**config.mk**
```make
export PLATFORM = sky130hd
export DESIGN_NAME = page_mmu
export DESIGN_NICKNAME = d
export VERILOG_FILES = /design/src/logic/cpu_pkg.sv /design/src/logic/page_mmu.sv
export SDC_FILE = /design/constraint.sdc
export NUM_CORES = 1
export LEC_CHECK = 0
export BUFFER_PORTS_ARGS = -buffer_cell sky130_fd_sc_hd__buf_2
export CORE_ASPECT_RATIO = 0.8
export CORE_MARGIN = 4
export CORE_UTILIZATION = 45
export DETAILED_ROUTE_END_ITERATION = 8
export HOLD_SLACK_MARGIN = 0.12
export PLACE_DENSITY = 0.59
export SYNTH_ARGS = -nofsm -noshare
export SYNTH_HDL_FRONTEND = slang
export SYNTH_SLANG_ARGS = --single-unit
```
**constraint.sdc**
```tcl
create_clock -name clka -period 6.9 [get_ports clka]
set_input_delay 1.035 -clock clka [delete_from_list [all_inputs] [get_ports clka]]
set_output_delay 1.035 -clock clka [all_outputs]
set_load 0.02 [all_outputs]
```
**src/logic/cpu_pkg.sv**
```systemverilog
package cpu_pkg;

  localparam int addr_bits  = 10;  // physical ram address width
  localparam int word_bits  = 16;  // data and operand width
  localparam int page_words = 72;  // words per physical page
  localparam int num_pages  = 14;  // physical pages 0..13, all fit below 1024
  localparam int page_bits  = 4;   // wide enough to also hold num_pages
  localparam int num_regs   = 16;  // register file depth
  localparam int reg_bits   = 4;   // low nibble of the register byte

  typedef enum logic [7:0] {
    op_jmp       = 8'd1,   // pc = operand
    op_ram2reg   = 8'd2,   // reg = ram[operand]
    op_reg2ram   = 8'd3,   // ram[operand] = reg
    op_num2reg   = 8'd4,   // reg = operand
    op_reg_plus  = 8'd5,   // reg += operand
    op_reg_minus = 8'd6,   // reg -= operand
    op_exit      = 8'd17   // single task, so this halts the core
  } opcode_e;

  typedef enum logic [3:0] {
    st_idle,
    st_fetch1_req,   // translate pc for the opcode word
    st_fetch1_wait,
    st_fetch2_req,   // opcode word on rd_data, translate pc+1
    st_fetch2_wait,
    st_decode,       // operand word on rd_data
    st_load_wait,
    st_store,
    st_halt
  } core_state_e;

  typedef enum logic [1:0] {
    mmu_idle,
    mmu_walk,   // follow the chain from page 0
    mmu_alloc,  // scan for a free page from the allocation pointer
    mmu_done    // one-cycle answer
  } mmu_state_e;

  typedef struct packed {
    logic                 en;
    logic [addr_bits-1:0] addr;
    logic [word_bits-1:0] data;
  } mem_wr_t;

  typedef struct packed {
    logic                 valid;
    logic [word_bits-1:0] laddr;  // logical address
  } mmu_req_t;

  typedef struct packed {
    logic                 done;
    logic [addr_bits-1:0] paddr;
    logic                 fault;  // no free page left
  } mmu_resp_t;

  typedef struct packed {
    logic                 valid;
    opcode_e              op;
    logic [reg_bits-1:0]  rnum;
    logic [word_bits-1:0] operand;
    logic [word_bits-1:0] load_data;
  } exec_cmd_t;

endpackage

```
**src/logic/page_mmu.sv**
```systemverilog
module page_mmu
  import cpu_pkg::*;
(
  input  logic      clka,
  input  logic      rst_n,
  input  mmu_req_t  mmu_req,
  output mmu_resp_t mmu_resp
);

  mmu_state_e           state;
  logic [num_pages-1:0] used_q;                 // clear means free page
  logic [word_bits-1:0] lpage_q [num_pages];    // logical page held by each physical page
  logic [page_bits-1:0] next_q [num_pages];     // chain link, self link marks the tail
  logic [page_bits-1:0] alloc_ptr;              // first candidate for the free scan
  logic [page_bits-1:0] scan_pg;
  logic [page_bits-1:0] cur_pg;                 // walk position, later the answer
  logic [page_bits-1:0] tail_pg;                // chain end found by the walk
  logic [word_bits-1:0] tgt_lpage;              // logical page under translation
  logic [addr_bits-1:0] offset_q;
  logic [word_bits-1:0] last_lpage;             // one-entry translation cache
  logic [page_bits-1:0] last_ppage;
  logic                 fault_q;
  logic [word_bits-1:0] req_lpage;
  logic [word_bits-1:0] req_offset;

  assign req_lpage  = mmu_req.laddr / word_bits'(page_words);
  assign req_offset = mmu_req.laddr % word_bits'(page_words);

  assign mmu_resp.done  = (state == mmu_done);
  assign mmu_resp.fault = fault_q;
  assign mmu_resp.paddr = addr_bits'(cur_pg) * addr_bits'(page_words) + offset_q;

  always_ff @(posedge clka or negedge rst_n) begin
    if (!rst_n) begin
      state      <= mmu_idle;
      used_q     <= num_pages'(1);  // page 0 owns logical page 0
      for (int i = 0; i < num_pages; i++) begin
        lpage_q[i] <= '0;
        next_q[i]  <= page_bits'(i);  // every page is its own tail
      end
      alloc_ptr  <= page_bits'(1);
      scan_pg    <= '0;
      cur_pg     <= '0;
      tail_pg    <= '0;
      tgt_lpage  <= '0;
      offset_q   <= '0;
      last_lpage <= '0;  // cache starts on logical page 0
      last_ppage <= '0;
      fault_q    <= 1'b0;
    end else begin
      case (state)
        mmu_idle: begin
          if (mmu_req.valid) begin
            tgt_lpage <= req_lpage;
            offset_q  <= addr_bits'(req_offset);
            fault_q   <= 1'b0;
            if (req_lpage == last_lpage) begin
              cur_pg <= last_ppage;  // hit, answer next cycle
              state  <= mmu_done;
            end else begin
              cur_pg <= '0;  // chain always starts at page 0
              state  <= mmu_walk;
            end
          end
        end
        mmu_walk: begin
          if (lpage_q[cur_pg] == tgt_lpage) begin
            last_lpage <= tgt_lpage;
            last_ppage <= cur_pg;
            state      <= mmu_done;
          end else if (next_q[cur_pg] == cur_pg) begin
            tail_pg <= cur_pg;  // end of chain, go find a free page
            scan_pg <= alloc_ptr;
            state   <= mmu_alloc;
          end else begin
            cur_pg <= next_q[cur_pg];  // one link per cycle
          end
        end
        mmu_alloc: begin
          if (scan_pg == page_bits'(num_pages)) begin
            fault_q <= 1'b1;  // out of physical pages
            state   <= mmu_done;
          end else if (!used_q[scan_pg]) begin
            used_q[scan_pg]  <= 1'b1;
            lpage_q[scan_pg] <= tgt_lpage;
            next_q[tail_pg]  <= scan_pg;  // append at the tail
            next_q[scan_pg]  <= scan_pg;  // new tail
            alloc_ptr        <= scan_pg + 1'b1;
            cur_pg           <= scan_pg;
            last_lpage       <= tgt_lpage;
            last_ppage       <= scan_pg;
            state            <= mmu_done;
          end else begin
            scan_pg <= scan_pg + 1'b1;
          end
        end
        mmu_done: state <= mmu_idle;
        default:  state <= mmu_idle;
      endcase
    end
  end

endmodule

```
# Word-level counts from Yosys, hierarchy flattened
# Cells that the tools add are included.
# classes
addsub	2
order_cmp	7
div	2
eq_ne	18
mul	1
bitwise	7
mux	47
n_reduce_logical	15
# ops
operator	count
bitwise mux 224 bit	1
bitwise mux 56 bit	2
two-way mux 16 bit	6
binary-select mux 16 bit (select 4 bit)	1
demux 16 bit (select 4 bit)	1
two-way mux 4 bit	15
demux 4 bit (select 4 bit)	2
== test 16 bit	2
case mux 16 bit (2 select lines)	1
!= test 2 bit (second input constant)	9
binary-select mux 4 bit (select 4 bit)	1
divider 16 x 7 -> 16 bit (second input constant)	1
remainder unit 16 x 7 -> 16 bit (second input constant)	1
case mux 4 bit (2 select lines)	2
>= comparator 5 bit (second input constant)	3
NOT 4 -> 5 bit	3
OR 14 bit	1
two-way mux 2 bit	6
case mux 4 bit (3 select lines)	1
AND reduction 3 bit	4
adder 10 bit	1
less-than comparator 5 x 1 -> 1 bit (second input constant)	2
case mux 2 bit (4 select lines)	1
multiplier 4 x 4 -> 7 bit (second input constant)	1
other kinds (21)	31
# totals
reg_bits	359
wordCells	138
out_inout_bits	12
in_bits	19

# Longest topological paths before layout
# logic_depth
word_depth	8
ltp_mapped	19
depth_no_buf	16

# Least setup slack after synthesis
# OpenSTA, ideal clock, no wires.
# synth_path
path_kind	input to register
startpoint	in mmu_req[10] (netlist name)
endpoint	reg offset_q[5]
n_path_buf	3
path_slack_ns	1.873
setup_time_ns	0.087
path_stages	19
t_required_ns	6.813
arrival_time_ns	4.941
path_cell_list	buf_6 -> clkbuf_4 -> and4bb_1 -> o31ai_1 -> o31a_2 -> buf_6 -> nand3_4 -> mux2_4 -> o211ai_4 -> a211oi_4 -> o41ai_4 -> nand3_4 -> and2_4 -> o2111a_1 -> or3_4 -> o31ai_1 -> a22o_1 -> or4b_1 -> o211ai_1
# synth_between
elab_chain_len	1
# synth_lines
element	line	source
from (decl)	page_mmu.sv:6	input mmu_req_t mmu_req,
remainder unit 16 x 7 -> 16 bit	page_mmu.sv:27	assign req_offset = mmu_req.laddr % word_bits'(page_words);
to (signal assigned)	page_mmu.sv:55	offset_q <= addr_bits'(req_offset);
to (decl)	page_mmu.sv:19	logic [addr_bits-1:0] offset_q;
# Every way passes these cells.
# A chain may end at the register's enable or synchronous reset.

# Worst setup path after layout
# layout_path
startpoint	in mmu_req[13] (netlist name)
endpoint	reg cur_pg[2]
# layout_between
elab_chain_len	5
# layout_lines
element	line	source
divider 16 x 7 -> 16 bit	page_mmu.sv:26	assign req_lpage = mmu_req.laddr / word_bits'(page_words);
== test 16 bit	page_mmu.sv:57	if (req_lpage == last_lpage) begin
two-way mux 4 bit	page_mmu.sv:57	
two-way mux 4 bit	page_mmu.sv:53	if (mmu_req.valid) begin
case mux 4 bit (3 select lines)	page_mmu.sv:51	case (state)
to (signal assigned)	page_mmu.sv:58	cur_pg <= last_ppage;
to (signal assigned)	page_mmu.sv:76	cur_pg <= next_q[cur_pg];
to (signal assigned)	page_mmu.sv:89	cur_pg <= scan_pg;
to (decl)	page_mmu.sv:16	logic [page_bits-1:0] cur_pg;
# Every way passes these cells. The select of a mux whose other input is x is not followed.

==> results.sh <==
export IMPL_arrival_ps=5720
export IMPL_path_clk_slew_ps=60
export IMPL_rows=58
export IMPL_cp_required_ps=7360
export IMPL_syn_inst=1277
export IMPL_hp_class="flop to flop"
export IMPL_synth_top_area_share=0.404
export IMPL_syn_area_um2=14600
export IMPL_powerDensity_nw_per_um2=416
export IMPL_synth_top_family_by_area="multiplexers"
export IMPL_wl_per_cell_um=19.8
export IMPL_fin_nets=1302
export IMPL_io_buffers=30
export IMPL_hold_buffers=0
export IMPL_endpoint_kind="flop"
export IMPL_ir_drop_mv=0.190
export IMPL_dr_first_iter_drc_count=568
export IMPL_diodes=0
export IMPL_dieArea_um2=35400
export IMPL_synth_mux_area_frac=0.228
export IMPL_max_cap_viol_count=0
export IMPL_yosysTopAreaCell="dfrtp_1"
export IMPL_dp_worst_setup_slack_ps=1110
export IMPL_fmax_mhz=190
export IMPL_firstDrtPassIters=5
export IMPL_wirelength_um=33700
export IMPL_drive_above_1_share=0.305
export IMPL_setup_violations=0
export IMPL_grt_total_usage=0.191
export IMPL_clock_latency_ps=550
export IMPL_synthFlopType="dfrtp_1"
export IMPL_drc=0
export IMPL_slew_viol_final=0
export IMPL_postCtsResizedCells=0
export IMPL_vias_per_cell=5.83
export IMPL_grt_pass1_wl_um=55800
export IMPL_gp_congestion=0.860
export IMPL_synthArstFlopShare=1.00
export IMPL_die_h_um=169
export IMPL_synth_simple_gate_area_frac=0.108
export IMPL_post_cts_buffers=0
export IMPL_synth_cell_types=109
export IMPL_vias=9931
export IMPL_post_route_period_util=0.763
export IMPL_grt_start_max_net_pins=160
export IMPL_worst_slack_ps=1630
export IMPL_cp_slowest_stage_delay_ps=510
export IMPL_cts_tree="yes"
export IMPL_critPathSlowestCell="or3_1"
export IMPL_die_w_um=209
export IMPL_status="finished, final reports clean"
export IMPL_n_fill_cell=2805
export IMPL_worst_slew_pin_slew_ps=977
export IMPL_setup_tns_ps=0
export IMPL_synthAdderAreaFrac=0.0184
export IMPL_hold_viol=0
export IMPL_synth_seq_cells=263
export IMPL_antenna_found_initial=0
export IMPL_worstSetupPathType="input port to flop"
export IMPL_timing_critical_path_cells="buf_2, nand2b_4, a21oi_2, o21a_1, or3_1, o31a_1, o2bb2ai_1, o22ai_1, nor2_1, nor4_1, nor2_1, a311oi_1, o21a_1, nand2_1, a2111oi_2, nor2_2, o31ai_2"
export IMPL_synth_compound_area_frac=0.133
export IMPL_leakagePower_uw=0.00691
export IMPL_startpoint_type="input port"
export IMPL_synth_area_per_cell_um2=11.4
export IMPL_synth_seq_area_share=0.453
export IMPL_synth_fp_nets=1316
export IMPL_cts_path_max_buffers=3
export IMPL_synth_top_cells_by_area="dfrtp_1, mux2_2, mux4_2"
export IMPL_syn2layout_area_growth_pct=9.19
export IMPL_cts_root_buffer="clkbuf_16"
export IMPL_ant_nets=0
export IMPL_path_max_fanout=25
export IMPL_fin_crit_ps=5270
export IMPL_dp_hpwl_um=22300
export IMPL_clock_sinks=263
export IMPL_grt_setup_unrepaired="false"
export IMPL_ios=31
export IMPL_cts_buffers=28
export IMPL_ys_warn_count=0
export IMPL_synth_edf_count=0
export IMPL_clock_skew_ps=15.9
export IMPL_coreArea_um2=31700
export IMPL_maxSlewHeadroom=0.349
export IMPL_synth_xor_area_frac=0.0198
export IMPL_grt_pass1_vias=9872
export IMPL_h_tree_depth=1
export IMPL_initial_core_util=0.461
export IMPL_grt_ovfl_total=0
[cell usage in the layout, fill, tap and decap left out, drive strengths merged, types with 9 or more instances in the layout]
| master | n |
|---|---|
| o21ai | 77 |
| mux2 | 179 |
| or2 | 10 |
| o22ai | 22 |
| inv | 48 |
| mux2i | 41 |
| nand2b | 23 |
| xor2 | 10 |
| a211oi | 10 |
| and2 | 11 |
| nand3 | 22 |
| ha | 19 |
| mux4 | 40 |
| a21oi | 58 |
| nor3 | 16 |
| dfrtp | 236 |
| o31ai | 10 |
| nor2 | 50 |
| xnor2 | 23 |
| a22o | 9 |
| clkbuf | 41 |
| nor2b | 13 |
| dfstp | 27 |
| buf | 48 |
| nand2 | 90 |
[synthesized netlist by cell type (4+ instances only)]
| master | count |
|---|---|
| mux2i_1 | 40 |
| mux2_2 | 178 |
| dfstp_2 | 27 |
| o221ai_1 | 5 |
| or2_2 | 5 |
| xor2_1 | 10 |
| dfrtp_1 | 236 |
| o21ai_1 | 8 |
| buf_2 | 9 |
| nor2_1 | 47 |
| clkbuf_1 | 64 |
| or2_1 | 4 |
| o31ai_1 | 7 |
| mux4_2 | 40 |
| nor3b_1 | 7 |
| o22ai_1 | 22 |
| a31oi_1 | 6 |
| nand3b_1 | 6 |
| a211oi_1 | 5 |
| buf_4 | 8 |
| nand2b_1 | 22 |
| inv_1 | 48 |
| o21bai_1 | 4 |
| a211o_1 | 4 |
| a22o_1 | 9 |
| nand2_1 | 89 |
| nand4_1 | 6 |
| and2_1 | 8 |
| xnor2_1 | 23 |
| o21a_1 | 7 |
| nand3_1 | 20 |
| a211oi_2 | 4 |
| nor4_1 | 6 |
| nor3_1 | 14 |
| o21ai_0 | 69 |
| nor4bb_1 | 4 |
| nor2b_1 | 13 |
| and3_1 | 5 |
| buf_1 | 7 |
| a21oi_1 | 55 |
| a22oi_1 | 7 |
| ha_1 | 19 |
[where the power goes]
part	internal, µW	switching (µW)	total (µW)
Sequential	2160	464	2630
Clock	867	613	1480
Combinational	1200	1330	2530
[path summary, 6_finish.rpt]
check,from,to,depth (start not counted),slack [ps]
min reg2reg,used_q[6],used_q[6],1,460
min,used_q[6],used_q[6],1,460
max,mmu_req[13],cur_pg[2],17,1630
min in group asynchronous,rst_n,offset_q[2],1,490
max in group asynchronous,rst_n,lpage_q[166],2,5020
max reg2reg,cur_pg[0],last_lpage[6],13,2620
[cell families after synthesis]
family,after synthesis
buf+inv,140
compound gates,272
mux,260
flops,263
fa+ha+maj,21
simple gates,288
xor+xnor,33
[final cells by class]
class | count | area (µm²) | area share
clock buffer | 41 | 831 | 0.0521
multi-input combinational | 874 | 7410 | 0.465
inverter | 48 | 180 | 0.0113
timing repair buffer | 48 | 308 | 0.0193
sequential | 263 | 6620 | 0.415
clock inverter | 9 | 76.3 | 0.00478
tap | 420 | 526 | 0.0329
[sequential cells by signal, summed over array words and instances, names as in the netlist]
| signal | flops |
|---|---|
| tgt_lpage | 10 |
| tail_pg | 4 |
| fault_q | 1 |
| next_q | 56 |
| lpage_q | 140 |
| cur_pg | 4 |
| last_lpage | 10 |
| last_ppage | 4 |
| state | 2 |
| offset_q | 10 |
| scan_pg | 4 |
| used_q | 14 |
| alloc_ptr | 4 |
[worst max-delay path: cells and delay by family]
kind                   cells  cell delay, ps
AO/OA/AOI/OAI              9            2560
buffers and inverters      1             310
AND/OR/NAND/NOR            7            1800
[layer usage]
metal / share of wire / GRT usage
met5: 0 / 0
met4: 0.015 / 0.0309
met3: 0.036 / 0.0279
met2: 0.45 / 0.295
met1: 0.50 / 0.295
[metrics by stage]
stage	instances	hold WS (ps)	utilization	total power, µW	area, µm²
after global routing	1703	472	0.503	7100	16000
after floorplan	1277	429	-	4490	14600
after global placement	1653	446	0.474	5130	15000
after detailed placement	1653	449	0.474	5200	15000
after CTS	1703	463	0.503	6700	16000
final	1703	462	0.503	6640	16000
No activity file was read; power rests on OpenSTA's default activity.
