### src/logic/cpu_pkg.sv
package cpu_pkg;

  localparam int addr_bits  = 10;  // physical ram address width
  localparam int word_bits  = 16;  // data and operand width
  localparam int page_words = 72;  // words per physical page
  localparam int num_pages  = 14;  // physical pages 0..13, all fit below 1024
  localparam int page_bits  = 4;   // wide enough to also hold num_pages
  localparam int num_regs   = 16;  // register file depth
  localparam int reg_bits   = 4;   // low nibble of the register byte

  typedef enum logic [7:0] {
    op_jmp       = 8'd1,   // pc = operand
    op_ram2reg   = 8'd2,   // reg = ram[operand]
    op_reg2ram   = 8'd3,   // ram[operand] = reg
    op_num2reg   = 8'd4,   // reg = operand
    op_reg_plus  = 8'd5,   // reg += operand
    op_reg_minus = 8'd6,   // reg -= operand
    op_exit      = 8'd17   // single task, so this halts the core
  } opcode_e;

  typedef enum logic [3:0] {
    st_idle,
    st_fetch1_req,   // translate pc for the opcode word
    st_fetch1_wait,
    st_fetch2_req,   // opcode word on rd_data, translate pc+1
    st_fetch2_wait,
    st_decode,       // operand word on rd_data
    st_load_wait,
    st_store,
    st_halt
  } core_state_e;

  typedef enum logic [1:0] {
    mmu_idle,
    mmu_walk,   // follow the chain from page 0
    mmu_alloc,  // scan for a free page from the allocation pointer
    mmu_done    // one-cycle answer
  } mmu_state_e;

  typedef struct packed {
    logic                 en;
    logic [addr_bits-1:0] addr;
    logic [word_bits-1:0] data;
  } mem_wr_t;

  typedef struct packed {
    logic                 valid;
    logic [word_bits-1:0] laddr;  // logical address
  } mmu_req_t;

  typedef struct packed {
    logic                 done;
    logic [addr_bits-1:0] paddr;
    logic                 fault;  // no free page left
  } mmu_resp_t;

  typedef struct packed {
    logic                 valid;
    opcode_e              op;
    logic [reg_bits-1:0]  rnum;
    logic [word_bits-1:0] operand;
    logic [word_bits-1:0] load_data;
  } exec_cmd_t;

endpackage

### src/logic/cpu_core.sv
module cpu_core
  import cpu_pkg::*;
(
  input  logic                 clka,
  input  logic                 rst_n,
  input  logic                 run,
  output mmu_req_t             mmu_req,
  input  mmu_resp_t            mmu_resp,
  output logic [addr_bits-1:0] rd_addr,
  input  logic [word_bits-1:0] rd_data,
  output mem_wr_t              core_wr,
  output exec_cmd_t            exec_cmd,
  input  logic [word_bits-1:0] store_data,
  output logic                 halted,
  output logic                 fault
);

  core_state_e          state;
  logic [word_bits-1:0] pc;          // logical program counter
  opcode_e              op_q;        // upper byte of word one
  logic [reg_bits-1:0]  rnum_q;      // low nibble of word one
  logic                 rd_pending;  // load data arrives next cycle
  logic                 mmu_fault;
  logic                 is_mem_op;

  assign mmu_fault = mmu_resp.done & mmu_resp.fault;
  assign is_mem_op = (op_q == op_ram2reg) || (op_q == op_reg2ram);

  // ram address follows the translation, sampled on the done cycle
  assign rd_addr = mmu_resp.paddr;

  assign core_wr.en   = (state == st_store) & mmu_resp.done & ~mmu_resp.fault;
  assign core_wr.addr = mmu_resp.paddr;
  assign core_wr.data = store_data;  // register named by rnum_q

  always_comb begin
    mmu_req.valid = 1'b0;
    mmu_req.laddr = pc;
    case (state)
      st_fetch1_req: mmu_req.valid = 1'b1;
      st_fetch2_req: begin
        mmu_req.valid = 1'b1;
        mmu_req.laddr = pc + 1'b1;  // operand word
      end
      st_decode: begin
        mmu_req.valid = is_mem_op;
        mmu_req.laddr = rd_data;  // operand is the data address
      end
      default: ;
    endcase
  end

  always_comb begin
    exec_cmd.valid     = 1'b0;
    exec_cmd.op        = op_q;
    exec_cmd.rnum      = rnum_q;
    exec_cmd.operand   = rd_data;
    exec_cmd.load_data = rd_data;
    if (state == st_decode) begin
      exec_cmd.valid = (op_q == op_num2reg) || (op_q == op_reg_plus) ||
                       (op_q == op_reg_minus);
    end else if (state == st_load_wait) begin
      exec_cmd.valid = rd_pending;  // ram word for ram2reg
    end
  end

  always_ff @(posedge clka or negedge rst_n) begin
    if (!rst_n) begin
      state      <= st_idle;
      pc         <= '0;
      op_q       <= op_exit;
      rnum_q     <= '0;
      rd_pending <= 1'b0;
      halted     <= 1'b0;
      fault      <= 1'b0;
    end else if (mmu_fault) begin
      fault  <= 1'b1;  // no page left, stop the core
      halted <= 1'b1;
      state  <= st_halt;
    end else begin
      case (state)
        st_idle: begin
          if (run) state <= st_fetch1_req;
        end
        st_fetch1_req: state <= st_fetch1_wait;
        st_fetch1_wait: begin
          if (mmu_resp.done) state <= st_fetch2_req;
        end
        st_fetch2_req: begin
          op_q   <= opcode_e'(rd_data[15:8]);
          rnum_q <= rd_data[reg_bits-1:0];
          pc     <= pc + 1'b1;
          state  <= st_fetch2_wait;
        end
        st_fetch2_wait: begin
          if (mmu_resp.done) state <= st_decode;
        end
        st_decode: begin
          pc <= pc + 1'b1;  // next instruction unless jmp
          case (op_q)
            op_jmp: begin
              pc    <= rd_data;
              state <= st_fetch1_req;
            end
            op_num2reg, op_reg_plus, op_reg_minus: state <= st_fetch1_req;
            op_ram2reg: state <= st_load_wait;
            op_reg2ram: state <= st_store;
            op_exit: begin
              halted <= 1'b1;
              state  <= st_halt;
            end
            default: begin
              fault  <= 1'b1;  // unknown opcode
              halted <= 1'b1;
              state  <= st_halt;
            end
          endcase
        end
        st_load_wait: begin
          if (rd_pending) begin
            rd_pending <= 1'b0;
            state      <= st_fetch1_req;
          end else if (mmu_resp.done) begin
            rd_pending <= 1'b1;
          end
        end
        st_store: begin
          if (mmu_resp.done) state <= st_fetch1_req;  // write went out this cycle
        end
        st_halt: state <= st_halt;  // only reset leaves
        default: state <= st_idle;
      endcase
    end
  end

endmodule

### config.mk
export PLATFORM = sky130hd
export DESIGN_NAME = cpu_core
export DESIGN_NICKNAME = d
export VERILOG_FILES = /design/src/logic/cpu_pkg.sv /design/src/logic/cpu_core.sv
export SDC_FILE = /design/constraint.sdc
export NUM_CORES = 1
export LEC_CHECK = 0
export BUFFER_PORTS_ARGS = -buffer_cell sky130_fd_sc_hd__buf_2
export CAP_MARGIN = 20
export CORE_MARGIN = 2
export CORE_UTILIZATION = 47
export CTS_CLUSTER_DIAMETER = 100
export DETAILED_ROUTE_END_ITERATION = 16
export PLACE_DENSITY_LB_ADDON = 0.12
export SLEW_MARGIN = 20
export SYNTH_ARGS = -nofsm -noshare
export SYNTH_HDL_FRONTEND = slang
export SYNTH_SLANG_ARGS = --single-unit
### constraint.sdc
create_clock -name clka -period 2.2 [get_ports clka]
set_input_delay 0.33 -clock clka [delete_from_list [all_inputs] [get_ports clka]]
set_output_delay 0.33 -clock clka [all_outputs]
set_load 0.01 [all_outputs]
-- Yosys cells after proc, flatten, opt, wreduce, memory -nomap -nowiden
Index checks and enable logic that the tools add are counted.
- flip-flop bits (word level): 35
- latch bits: 0
- RAM bits: 0
- bits in read-only memories: 0
- bits of input ports: 47
- output and inout port bits: 101
- word-level logic and storage cells: 73
- memories: 0
- add/subtract/negate cells: 1
- multipliers: 0
- div/mod/pow operators: 0
- order comparisons: 0
- equal/unequal tests: 22
- shift operators: 0
- multiplexer cells: 22
- bitwise logic cells: 5
- reduce and logical (&&, ||, !) cells: 16
- operators by type and width (operator ; count):
    one-hot mux 16 bit (2 select lines) ; 2
    one-hot mux 4 bit (9 select lines) ; 1
    equality test 8 x 3 -> 1 bit, second input constant ; 3
    two-way mux 4 bit ; 6
    adder 16 x 1 -> 16 bit, second input constant ; 1
    equality test 4 x 3 -> 1 bit, second input constant ; 4
    equality test 8 x 2 -> 1 bit, second input constant ; 2
    two-way mux 16 bit ; 1
    != test 3 bit, second input constant ; 5
    one-hot mux 4 bit (3 select lines) ; 1
    two-way mux 1 bit ; 10
    AND reduction 2 bit ; 5
    equality test 4 x 2 -> 1 bit, second input constant ; 2
    equality test 8 x 1 -> 1 bit, second input constant ; 1
    equality test 8 x 5 -> 1 bit, second input constant ; 1
    OR reduction 7 bit ; 1
    OR reduction 6 bit ; 1
    AND reduction 5 bit ; 1
    equality test 4 x 1 -> 1 bit, second input constant ; 1
    equality test 4 bit, second input constant ; 1
    zero test 4 bit ; 1
    != test 2 x 1 -> 1 bit, second input constant ; 2
    nonzero test 2 bit ; 2
    OR reduction 4 bit ; 1
    5 further kinds ; 10

-- Longest topological paths before layout
Gate-level depths: netlist of run 1.
- word-level depth: 5
- depth in mapped cells: 7
- mapped depth without buffers: 5

-- Worst setup path after synthesis of run 1
No wires, ideal clock.
- path type: register -> register
- start: reg op_q[0]
- end: reg pc[5]
- library setup time: 0.079 ns
- data arrival time: 2.032 ns
- required time: 2.121 ns
- path slack: 0.089 ns
- stages on the path, launching flop included: 8
- path buffers: 3
- clock period less this slack: 2.111 ns
- cells stage by stage: dfstp_2 or4b_4 buf_6 or3_1 buf_6 buf_8 a21oi_1 a2bb2oi_1
- cells in the longest elaborated chain, start to end: 3
- RTL lines (what ; RTL line ; text):
    start: declaration ; cpu_core.sv:20 ; opcode_e op_q;
    start signal: assignment ; cpu_core.sv:71 ; op_q <= op_exit;
    start signal: assignment ; cpu_core.sv:90 ; op_q <= opcode_e'(rd_data[15:8]);
    equality test 8 x 1 -> 1 bit ; cpu_core.sv:100 ; case (op_q)
    two-way mux 16 bit ; cpu_core.sv:100 ;
    one-hot mux 16 bit (2 select lines) ; cpu_core.sv:81 ; case (state)
    end signal: assignment ; cpu_core.sv:92 ; pc <= pc + 1'b1;
    end signal: assignment ; cpu_core.sv:99 ; pc <= pc + 1'b1;
    end signal: assignment ; cpu_core.sv:102 ; pc <= rd_data;
    end: declaration ; cpu_core.sv:19 ; logic [word_bits-1:0] pc;
Every way passes these cells.
A chain may end at the register's enable or synchronous reset.

==> results_dict.tcl, run 1 <==
set metrics [dict create \
    hold_violations 0 \
    worst_pin_slew_ns 0.818 \
    route.layer.met1.wl_mm 3.52 \
    sequential_cell_area_um2 890 \
    layout_worst_path_cycle_share_pct 101 \
    antenna_found_initial 0 \
    cts.path.max_buffers 2 \
    power.switching_w 0.000984 \
    worst_setup_path_startpoint "pc[5]" \
    rsz_0062_raised_after_global_routing "true" \
    routed-via-count 2881 \
    swShare_pct 37.8 \
    fin_worst_skew_ns 0.0102 \
    post_synth_num_cell_types 57 \
    die-width_um 84.2 \
    timing.critical_path.fanout_max 6 \
    synth_top_cell_by_area "sky130_fd_sc_hd__dfrtp_1" \
    dp_hpwl_mm 5.63 \
    postSynthCellCount 352 \
    slew_viol_final 0 \
    timing.critical_path.required_ns 1.87 \
    synth_area_um2 3020 \
    layout.nets 456 \
    gp_routability_congestion 0.832 \
    failed_checks "negative setup slack" \
    mappedNetlistNets 400 \
    antenna_violating_nets_post_route 0 \
    p_comb_share_pct 46.1 \
    diode_count 0 \
    grt_max_degree 36 \
    placeableCoreArea_um2 6280 \
    primary_flip_flop_cell_chosen_by_synthesis_mapping "sky130_fd_sc_hd__dfrtp_1" \
    wl_met3_um 509 \
    yosysMostFrequentCell "sky130_fd_sc_hd__buf_4" \
    synth.ff_latch_count 35 \
    first_iter_violations 214 \
    cp_data_arrival_time_ns 1.89 \
    synthTopCellsByArea "sky130_fd_sc_hd__dfrtp_1 (27%), sky130_fd_sc_hd__buf_4 (17%), sky130_fd_sc_hd__mux2_2 (4.5%)" \
    via_per_inst 5.93 \
    critical_path.cell_chain "nand4_1 -> buf_6 -> or4_4 -> nor3_2 -> a221o_1 -> buf_2" \
    peakVddDrop_v 0.000485 \
    ioPinCount 148 \
    grtUsageTotal_pct 23.0 \
    top_layer_in_use "met4" \
    worst-setup-path-type "flop to output pin" \
    power.internal_w 0.00162 \
    post-synth-top-area-fraction_pct 27.3 \
    timing.final.setup_violations 1 \
    yosysWarnings 0 \
    grt_pass1_vias 2732 \
    portBuffers 85 \
    max_clock_freq_ghz 0.450 \
    post_route_cells_drive_above_1_share_pct 49.4 \
    total_power_w 0.00260 \
    drtPass1Iterations 4 \
    cts-hold-fix-buffers 0 \
    num_rows 29 \
    power_density_nw_per_um2 710 \
    synth-edff-count 0 \
    post_synth_most_frequent_cells "sky130_fd_sc_hd__buf_4 (68), sky130_fd_sc_hd__dfrtp_1 (33), sky130_fd_sc_hd__o21ai_0 (26)" \
    final_critical_path_setup_slack_ns -0.0245 \
    drcViolationCount 0 \
    hold-worst-slack_ns 0.126 \
    cts-root-buf "sky130_fd_sc_hd__clkbuf_8" \
    clk_pin_slew_worst_paths_ns 0.08 \
    sequential_cell_area_fraction_in_the_yosys_report_pct 29.0 \
    design.die.area_um2 7090 \
    tns_ns -0.0245 \
    avgRoutedWirePerCell_um 17.2 \
    global_route_wire_length_before_repair_mm 13.4 \
    timing.critical_path.from_type "flop" \
    syn_avg_cell_area_um2 8.59 \
    critical-path-slowest-cell "sky130_fd_sc_hd__or4_4" \
    timing.critical_path.to_type "output pin" \
    slew_headroom_pct 45.5 \
    met2_length_mm 4.20 \
    power.static_leakage_nw 1.72 \
    n_fill_cell 572 \
    tritoncts_clock_tree "done" \
    share_clk_of_total_power_pct 17.9 \
    final_period_demand_of_the_worst_path_ns 2.22 \
    run_status "finished, violations left" \
    initial_core_util_pct 48.2 \
    crit_path_max_incr_delay_ns 0.53 \
    chipHeight_um 84.2 \
    totalWireLength_mm 8.35 \
    gr-total-overflow 0 \
    area_growth_pct 21.3 \
    synth-async-reset-ratio_pct 100 \
    clock_sinks 35 \
    worst_skew_pair.late_latency_ns 0.29 \
    h-tree-depth 2 \
    timing.hold.worst.class "primary input to asynchronous set/reset pin" \
    multi_input_area_um2 1700 \
    timing.rr.start "op_q[0]" \
    sequentialPowerShare_pct 36.0 \
    postLayoutCoreUtil_pct 58.4 \
    cts_inserted_buffers 5 \
    max_cap_viol_count 0 \
]
## layout make-up
class                           instances  share of cell area, %
Tap cell                               77                   2.63
Multi-Input combinational cell        217                   46.2
Inverter                                8                  0.819
Clock inverter                          2                  0.341
Clock buffer                            6                   1.98
Timing Repair Buffer                  141                   23.8
Sequential cell                        35                   24.2
## sequential cells by signal (all words and copies together), names as in the netlist
signal,flops
fault,1
halted,1
op_q,8
pc,16
rd_pending,1
rnum_q,4
state,4
## layout by cell type (no fill, tap or decap), types with 12 or more instances in the layout
cell                      instances
sky130_fd_sc_hd__buf_2           85
sky130_fd_sc_hd__buf_4           50
sky130_fd_sc_hd__dfrtp_1         24
sky130_fd_sc_hd__o21ai_0         22
sky130_fd_sc_hd__nand2_1         21
sky130_fd_sc_hd__mux2_2          12
## what timing repair did
| action | CTS | global route |
|---|---|---|
| gates resized for setup | 19 | 40 |
| buffers inserted | 15 | 6 |
| pin swaps | 5 | 6 |
| endpoints found under the setup margin | 14 | 19 |
## critical path: cells and delay by family, from the launching register on
family	cells	cell delay, ns
AOI/OAI and AO/OA	1	0.12
and+or+nand+nor	3	0.80
buffers and inverters	2	0.30
DFF	1	0.39
## through the flow
step / cell area [um2] / setup slack [ns] / std cells
2_1_floorplan: 3020 / 0.0888 / 352
3_3_place_gp: 3190 / 0.157 / 457
5_1_grt: 3670 / -0.0904 / 486
6_report: 3670 / -0.0245 / 486
3_5_place_dp: 3190 / 0.133 / 457
4_1_cts: 3480 / -0.0198 / 480
## cell families (layout without fill, tap and decap cells)
kind of cell             after synthesis  in the layout  synth area share, %
adder cells (fa/ha/maj)                1              1                0.414
flip-flops                            35             35                 29.0
XOR/XNOR                               1              1                0.290
AO/OA/AOI/OAI                         97             97                 22.6
multiplexers                          21             21                 7.45
AND/OR/NAND/NOR                       97             97                 18.5
buffers and inverters                100            157                 21.8
## power groups by stage
| stage | Clock, W | Sequential (W) | Combinational, W |
|---|---|---|---|
| finish | 0.000467 | 0.000936 | 0.00120 |
| global route | 0.000504 | 0.000954 | 0.00131 |
| CTS | 0.000481 | 0.000896 | 0.00111 |
| detailed placement | 0 | 0.000915 | 0.00100 |
| global placement | 0 | 0.000910 | 0.000998 |
| floorplan | 0 | 0.000921 | 0.000679 |
## layer usage
layer,global-route usage (%),vias up
met5,0,-
met4,7.48,0
li1,-,1358
met2,39.2,108
met1,29.5,1402
met3,4.42,13
## path summary, 6_finish.rpt
check	slack [ns]	to	cells after the start
worst max-delay path	-0.02	mmu_req[15]	6
worst min-delay path	0.13	rnum_q[1]	1
worst max register to register	0.11	pc[14]	5
worst min register to register	0.47	fault	1
max in group asynchronous	1.50	pc[8]	1
min in group clka	0.31	op_q[7]	2
Power figures use the tool's default switching activity.
==> run 2: changes to the inputs <==
Settings changed: BUFFER_PORTS_ARGS -buffer_cell sky130_fd_sc_hd__buf_2 to not set, CELL_PAD_IN_SITES_DETAIL_PLACEMENT set to 0, CELL_PAD_IN_SITES_GLOBAL_PLACEMENT set to 1, CORE_UTILIZATION 47 to 46, DONT_BUFFER_PORTS set to 1.
==> run 2 against run 1 <==
Effect of this change: the flow still finishes with violations (negative setup slack); cell count down 17%; routed wire length grew 1.1%; clock-buffer cell count unchanged; cell area decreased by 11%; critical endpoint unchanged.
==> results_dict.tcl, run 2 (synthesized netlist as in run 1, its figures left out) <==
set metrics [dict create \
    timing.critical_path.required_ns 1.87 \
    slew_headroom_pct 57.9 \
    gp_routability_congestion 0.887 \
    grt_pass1_vias 2511 \
    avgRoutedWirePerCell_um 20.9 \
    timing.critical_path.fanout_max 6 \
    worst_pin_slew_ns 0.629 \
    diode_count 0 \
    design.die.area_um2 7240 \
    cp_data_arrival_time_ns 1.90 \
    max_cap_viol_count 0 \
    timing.final.setup_violations 3 \
    placeableCoreArea_um2 6350 \
    dp_hpwl_mm 5.79 \
    layout_worst_path_cycle_share_pct 101 \
    grt_max_degree 36 \
    initial_core_util_pct 47.6 \
    first_iter_violations 113 \
    largest_registers "pc: 16 flops, op_q: 8 flops" \
    totalWireLength_mm 8.44 \
    numPlacedInstances 380 \
    top_layer_in_use "met4" \
    top_library_cells_by_usage_in_the_layout_fill_and_taps_aside "sky130_fd_sc_hd__buf_4 (49), sky130_fd_sc_hd__dfrtp_1 (26), sky130_fd_sc_hd__o21ai_0 (24)" \
    drcViolationCount 0 \
    area_growth_pct 7.53 \
    postLayoutCoreUtil_pct 51.2 \
    finalNonFillerCells 403 \
    portBuffers 0 \
    final_critical_path_setup_slack_ns -0.0316 \
    drtPass1Iterations 4 \
    run_status "finished, violations left" \
    clock_sinks 35 \
    gr-total-overflow 0 \
    antenna_found_initial 0 \
    wl_met3_um 597 \
    h-tree-depth 2 \
    final_period_demand_of_the_worst_path_ns 2.23 \
    peakVddDrop_v 0.000527 \
    fin_worst_skew_ns 0.0112 \
    hold_violations 0 \
    layout.nets 373 \
    clk_pin_slew_worst_paths_ns 0.07 \
    via_per_inst 6.45 \
    max_clock_freq_ghz 0.448 \
    timing.critical_path.to_type "output pin" \
    power.static_leakage_nw 1.33 \
    sequential_cell_area_um2 887 \
    timing.hold.worst.class "primary input to flop" \
    timing.critical_path.from_type "flop" \
    die-width_um 85.1 \
    worst_hold_path.num_cells 1 \
    grtUsageTotal_pct 23.2 \
    cts-root-buf "sky130_fd_sc_hd__clkbuf_8" \
    register_containing_the_most_flip_flops_in_the_final_layout "pc" \
    cts_inserted_buffers 5 \
    slew_viol_final 0 \
    tritoncts_clock_tree "done" \
    tns_ns -0.0699 \
    cts.path.max_buffers 2 \
    layout.cells.most_common "sky130_fd_sc_hd__buf_4" \
    ioPinCount 148 \
    worst_skew_pair.late_latency_ns 0.29 \
    rsz_0062_raised_after_global_routing "true" \
    power_density_nw_per_um2 785 \
    worst-setup-path-type "flop to output pin" \
    n_fill_cell 635 \
    routed-via-count 2599 \
    multi_input_area_um2 1650 \
    route.layer.met1.wl_mm 3.97 \
    chipHeight_um 85.1 \
    failed_checks "negative setup slack" \
    post_route_cells_drive_above_1_share_pct 34.7 \
    global_route_wire_length_before_repair_mm 13.3 \
    largest_reg_flops 16 \
    num_rows 29 \
    met2_length_mm 3.77 \
    antenna_violating_nets_post_route 0 \
    worst_r2r_path_depth 5 \
]
[run 2: cell count changes in the layout (fill, tap and decap cells not counted), sizes merged]
cell / previous run / this run
buf: 141 / 57
dlygate4sd3: 0 / 1
bufinv: 0 / 1
clkinv: 1 / 0
[run 2: cell type report]
cell class                 count  area share [%]
multi-input combinational    217            50.7
sequential                    35            27.3
timing repair buffer          58            14.7
tap                           77            2.96
clock buffer                   6            2.23
clock inverter                 2            1.15
inverter                       8           0.923
[run 2: repair_timing]
action                                 CTS  global route
pin swaps                                1             6
setup buffers                            2            10
setup endpoints to repair               17            29
cloned                                   0             1
endpoints found under the hold margin   35             0
hold buffers                             2             0
resized for setup                       17            25
[run 2: critical path, stage by stage (launching register included)]
cell	delay (ns)
sky130_fd_sc_hd__dfrtp_1	0.43
sky130_fd_sc_hd__nand4_1	0.11
sky130_fd_sc_hd__buf_4	0.18
sky130_fd_sc_hd__or4_4	0.56
sky130_fd_sc_hd__nor3_2	0.13
sky130_fd_sc_hd__a221o_1	0.20
[run 2: worst paths after layout]
check / from / to / slack, ns
setup / recovery: pc[7] / mmu_req[15] / -0.03
hold / removal: mmu_resp[11] / state[0] / 0.14
setup reg to reg: state[3] / op_q[2] / 0.12
hold reg to reg: fault / fault / 0.56
max in group asynchronous: rst_n / op_q[0] / 1.43
min in group asynchronous: rst_n / pc[13] / 0.52
[run 2: through the flow]
step	total power [W]	area, um2	setup WS (ns)	hold slack (ns)
6_report	0.00255	3250	-0.0316	0.139
5_1_grt	0.00270	3250	-0.130	0.126
4_1_cts	0.00245	3080	-0.0958	0.131
3_5_place_dp	0.00177	2850	-0.0173	0.0360
3_3_place_gp	0.00176	2850	0.0887	0.0361
2_1_floorplan	0.00160	3020	0.0888	0.0344
[run 2: routing by layer]
| layer | GRT usage [%] | up-vias |
|---|---|---|
| met2 | 34.1 | 107 |
| met1 | 34.2 | 1284 |
| met5 | 0 | - |
| met3 | 5.45 | 17 |
| li1 | - | 1191 |
| met4 | 6.35 | 0 |
[run 2: power breakdown]
group | leakage, nW | switching (W) | total (W) | internal (W)
logic | 0.860 | 0.000512 | 0.00104 | 0.000524
registers | 0.421 | 0.000157 | 0.000935 | 0.000778
clock network | 0.0514 | 0.000244 | 0.000582 | 0.000338
total | 1.33 | 0.000914 | 0.00255 | 0.00164
==> run 3: changes to the inputs <==
Settings changed: MAX_ROUTING_LAYER set to met4.
==> run 3 against run 2 <==
Effect of this change: the run still ends with negative setup slack left; non-clock buffer count stayed put; total power hardly changed; sequential share of layout area stayed put; routed wire length is 0.60% lower; combinational power hardly changed; cell area stayed put; clock power hardly changed; critical path depth stayed put; clock-buffer cell count stayed put; cell count stayed put; critical path type unchanged; largest cell class unchanged; largest power group unchanged.
==> results_dict.tcl, run 3 (synthesized netlist as in run 1, its figures left out) <==
set metrics [dict create \
    run_status "finished, violations left" \
    failed_checks "negative setup slack" \
    slew_headroom_pct 58.4 \
    power.static_leakage_nw 1.33 \
    cts.path.max_buffers 2 \
    top_library_cells_by_usage_in_the_layout_fill_and_taps_aside "sky130_fd_sc_hd__buf_4 (49), sky130_fd_sc_hd__dfrtp_1 (26), sky130_fd_sc_hd__o21ai_0 (24)" \
    area_growth_pct 7.53 \
    finalNonFillerCells 403 \
    totalWireLength_mm 8.39 \
    hold_end "state[0]" \
    largest_registers "pc: 16 flops, op_q: 8 flops" \
    worst_hold_path.num_cells 1 \
    avgRoutedWirePerCell_um 20.8 \
    hold-worst-slack_ns 0.139 \
    cts-root-buf "sky130_fd_sc_hd__clkbuf_8" \
    worst_hold_startpoint "mmu_resp[11]" \
    fin_worst_skew_ns 0.0108 \
    timing.final.setup_violations 3 \
    clk_pin_slew_worst_paths_ns 0.07 \
    max_clock_freq_ghz 0.449 \
    power_density_nw_per_um2 785 \
    worst_r2r_path_depth 5 \
    worst-setup-path-type "flop to output pin" \
    gp_routability_congestion 0.902 \
    final_critical_path_setup_slack_ns -0.0249 \
    die-width_um 85.1 \
    cell_class_contributing_the_biggest_share_of_worst_path_delay "simple AND/OR/NAND/NOR gates" \
    critical-path-slowest-cell "sky130_fd_sc_hd__or4_4" \
    grtUsageTotal_pct 23.9 \
    sequentialPowerShare_pct 36.7 \
    worstSetupPathDepth 5 \
    design.die.area_um2 7240 \
    peakVddDrop_v 0.000527 \
    diode_count 0 \
    swShare_pct 35.7 \
    h-tree-depth 2 \
    dp_hpwl_mm 5.79 \
    portBuffers 0 \
    cp_data_arrival_time_ns 1.89 \
    final_period_demand_of_the_worst_path_ns 2.22 \
    cts_inserted_buffers 5 \
    gr-total-overflow 0 \
    post_route_cells_drive_above_1_share_pct 34.7 \
    setup.reg_to_reg.worst_slack_ns 0.12 \
    timing.critical_path.required_ns 1.87 \
    chipHeight_um 85.1 \
    antenna_found_initial 0 \
    share_clk_of_total_power_pct 22.7 \
    antenna_violating_nets_post_route 0 \
    worst_setup_path_startpoint "pc[7]" \
    grt_max_degree 36 \
    n_fill_cell 635 \
    sequential_cell_area_um2 887 \
    numPlacedInstances 380 \
    multi_input_area_um2 1650 \
    timing.critical_path.from_type "flop" \
    power.internal_w 0.00164 \
    slew_viol_final 0 \
    register_containing_the_most_flip_flops_in_the_final_layout "pc" \
    via_per_inst 6.45 \
    layout.nets 373 \
    p_comb_share_pct 40.5 \
    global_route_wire_length_before_repair_mm 13.4 \
    drtPass1Iterations 4 \
    initial_core_util_pct 47.6 \
    worst_pin_slew_ns 0.622 \
    hold_violations 0 \
    critical_path.cell_chain "nand4_1 -> buf_4 -> or4_4 -> nor3_2 -> a221o_1" \
    crit_path_max_incr_delay_ns 0.56 \
    first_iter_violations 121 \
    capture_point_of_the_worst_reg_to_reg_path "op_q[2]" \
    power.switching_w 0.000912 \
    layout.cells.most_common "sky130_fd_sc_hd__buf_4" \
    dp_worst_setup_slack_ns -0.0173 \
    ioPinCount 148 \
    drcViolationCount 0 \
    timing.rr.start "state[3]" \
    timing.critical_path.to_type "output pin" \
    worst_skew_pair.late_latency_ns 0.29 \
    largest_reg_flops 16 \
    layout_worst_path_cycle_share_pct 101 \
    grt_pass1_vias 2501 \
    max_cap_viol_count 0 \
    num_rows 29 \
    clock_sinks 35 \
    timing.critical_path.fanout_max 6 \
    placeableCoreArea_um2 6350 \
    rsz_0062_raised_after_global_routing "true" \
    tritoncts_clock_tree "done" \
    critPathBufInv 1 \
    timing.hold.worst.class "primary input to flop" \
    routed-via-count 2598 \
]
==> run 3: cell counts in the layout (fill, tap and decap cells not counted) <==
No cell type changed its count.
==> run 3: final cells by class <==
cell class                      instances  share of cell area, %
Clock buffer                            6                   2.23
Clock inverter                          2                   1.15
Inverter                                8                  0.923
Multi-Input combinational cell        217                   50.7
Sequential cell                        35                   27.3
Tap cell                               77                   2.96
Timing Repair Buffer                   58                   14.7
==> run 3: how the worst max path moves through the flow <==
stage	endpoint	slack (ns)
6_report	mmu_req[15]	-0.02
4_1_cts	mmu_req[15]	-0.1
3_5_place_dp	mmu_req[15]	-0.02
2_1_floorplan	pc[5]	0.09
3_3_place_gp	mmu_req[15]	0.09
5_1_grt	mmu_req[13]	-0.13
==> run 3: layer usage <==
metal | global-route usage [%] | part of all wire, % | wire length [um] | up-vias
met2 | 34.0 | 44 | 3700 | 119
met1 | 34.8 | 46 | 3890 | 1268
met4 | 6.35 | 1.6 | 136 | 0
li1 | - | - | - | 1190
met5 | - | 0 | 0 | -
met3 | 4.77 | 7.8 | 655 | 21
==> run 3: power by group through the flow <==
stage          logic [W]  clock network (W)  registers, W
6_report         0.00103           0.000580      0.000937
5_1_grt          0.00112           0.000623      0.000956
4_1_cts         0.000927           0.000594      0.000929
3_5_place_dp    0.000841                  0      0.000927
3_3_place_gp    0.000836                  0      0.000921
2_1_floorplan   0.000679                  0      0.000921
==> run 3: timing repair <==
item	4_1_cts	5_1_grt
hold buffers	2	0
setup buffers	2	10
endpoints found under the hold margin	35	0
gates resized for setup	17	25
pin swaps	1	6
setup endpoints to repair	17	29
cloned	0	1
==> run 3: per-stage QoR <==
step	area, um2	total power (W)	utilization (%)	TNS (ns)
finish	3250	0.00255	51.2	-0.0672
global route	3250	0.00270	51.2	-0.757
CTS	3080	0.00245	48.5	-0.282
detailed placement	2850	0.00177	44.9	-0.0173
global placement	2850	0.00176	44.9	0
floorplan	3020	0.00160	-	0
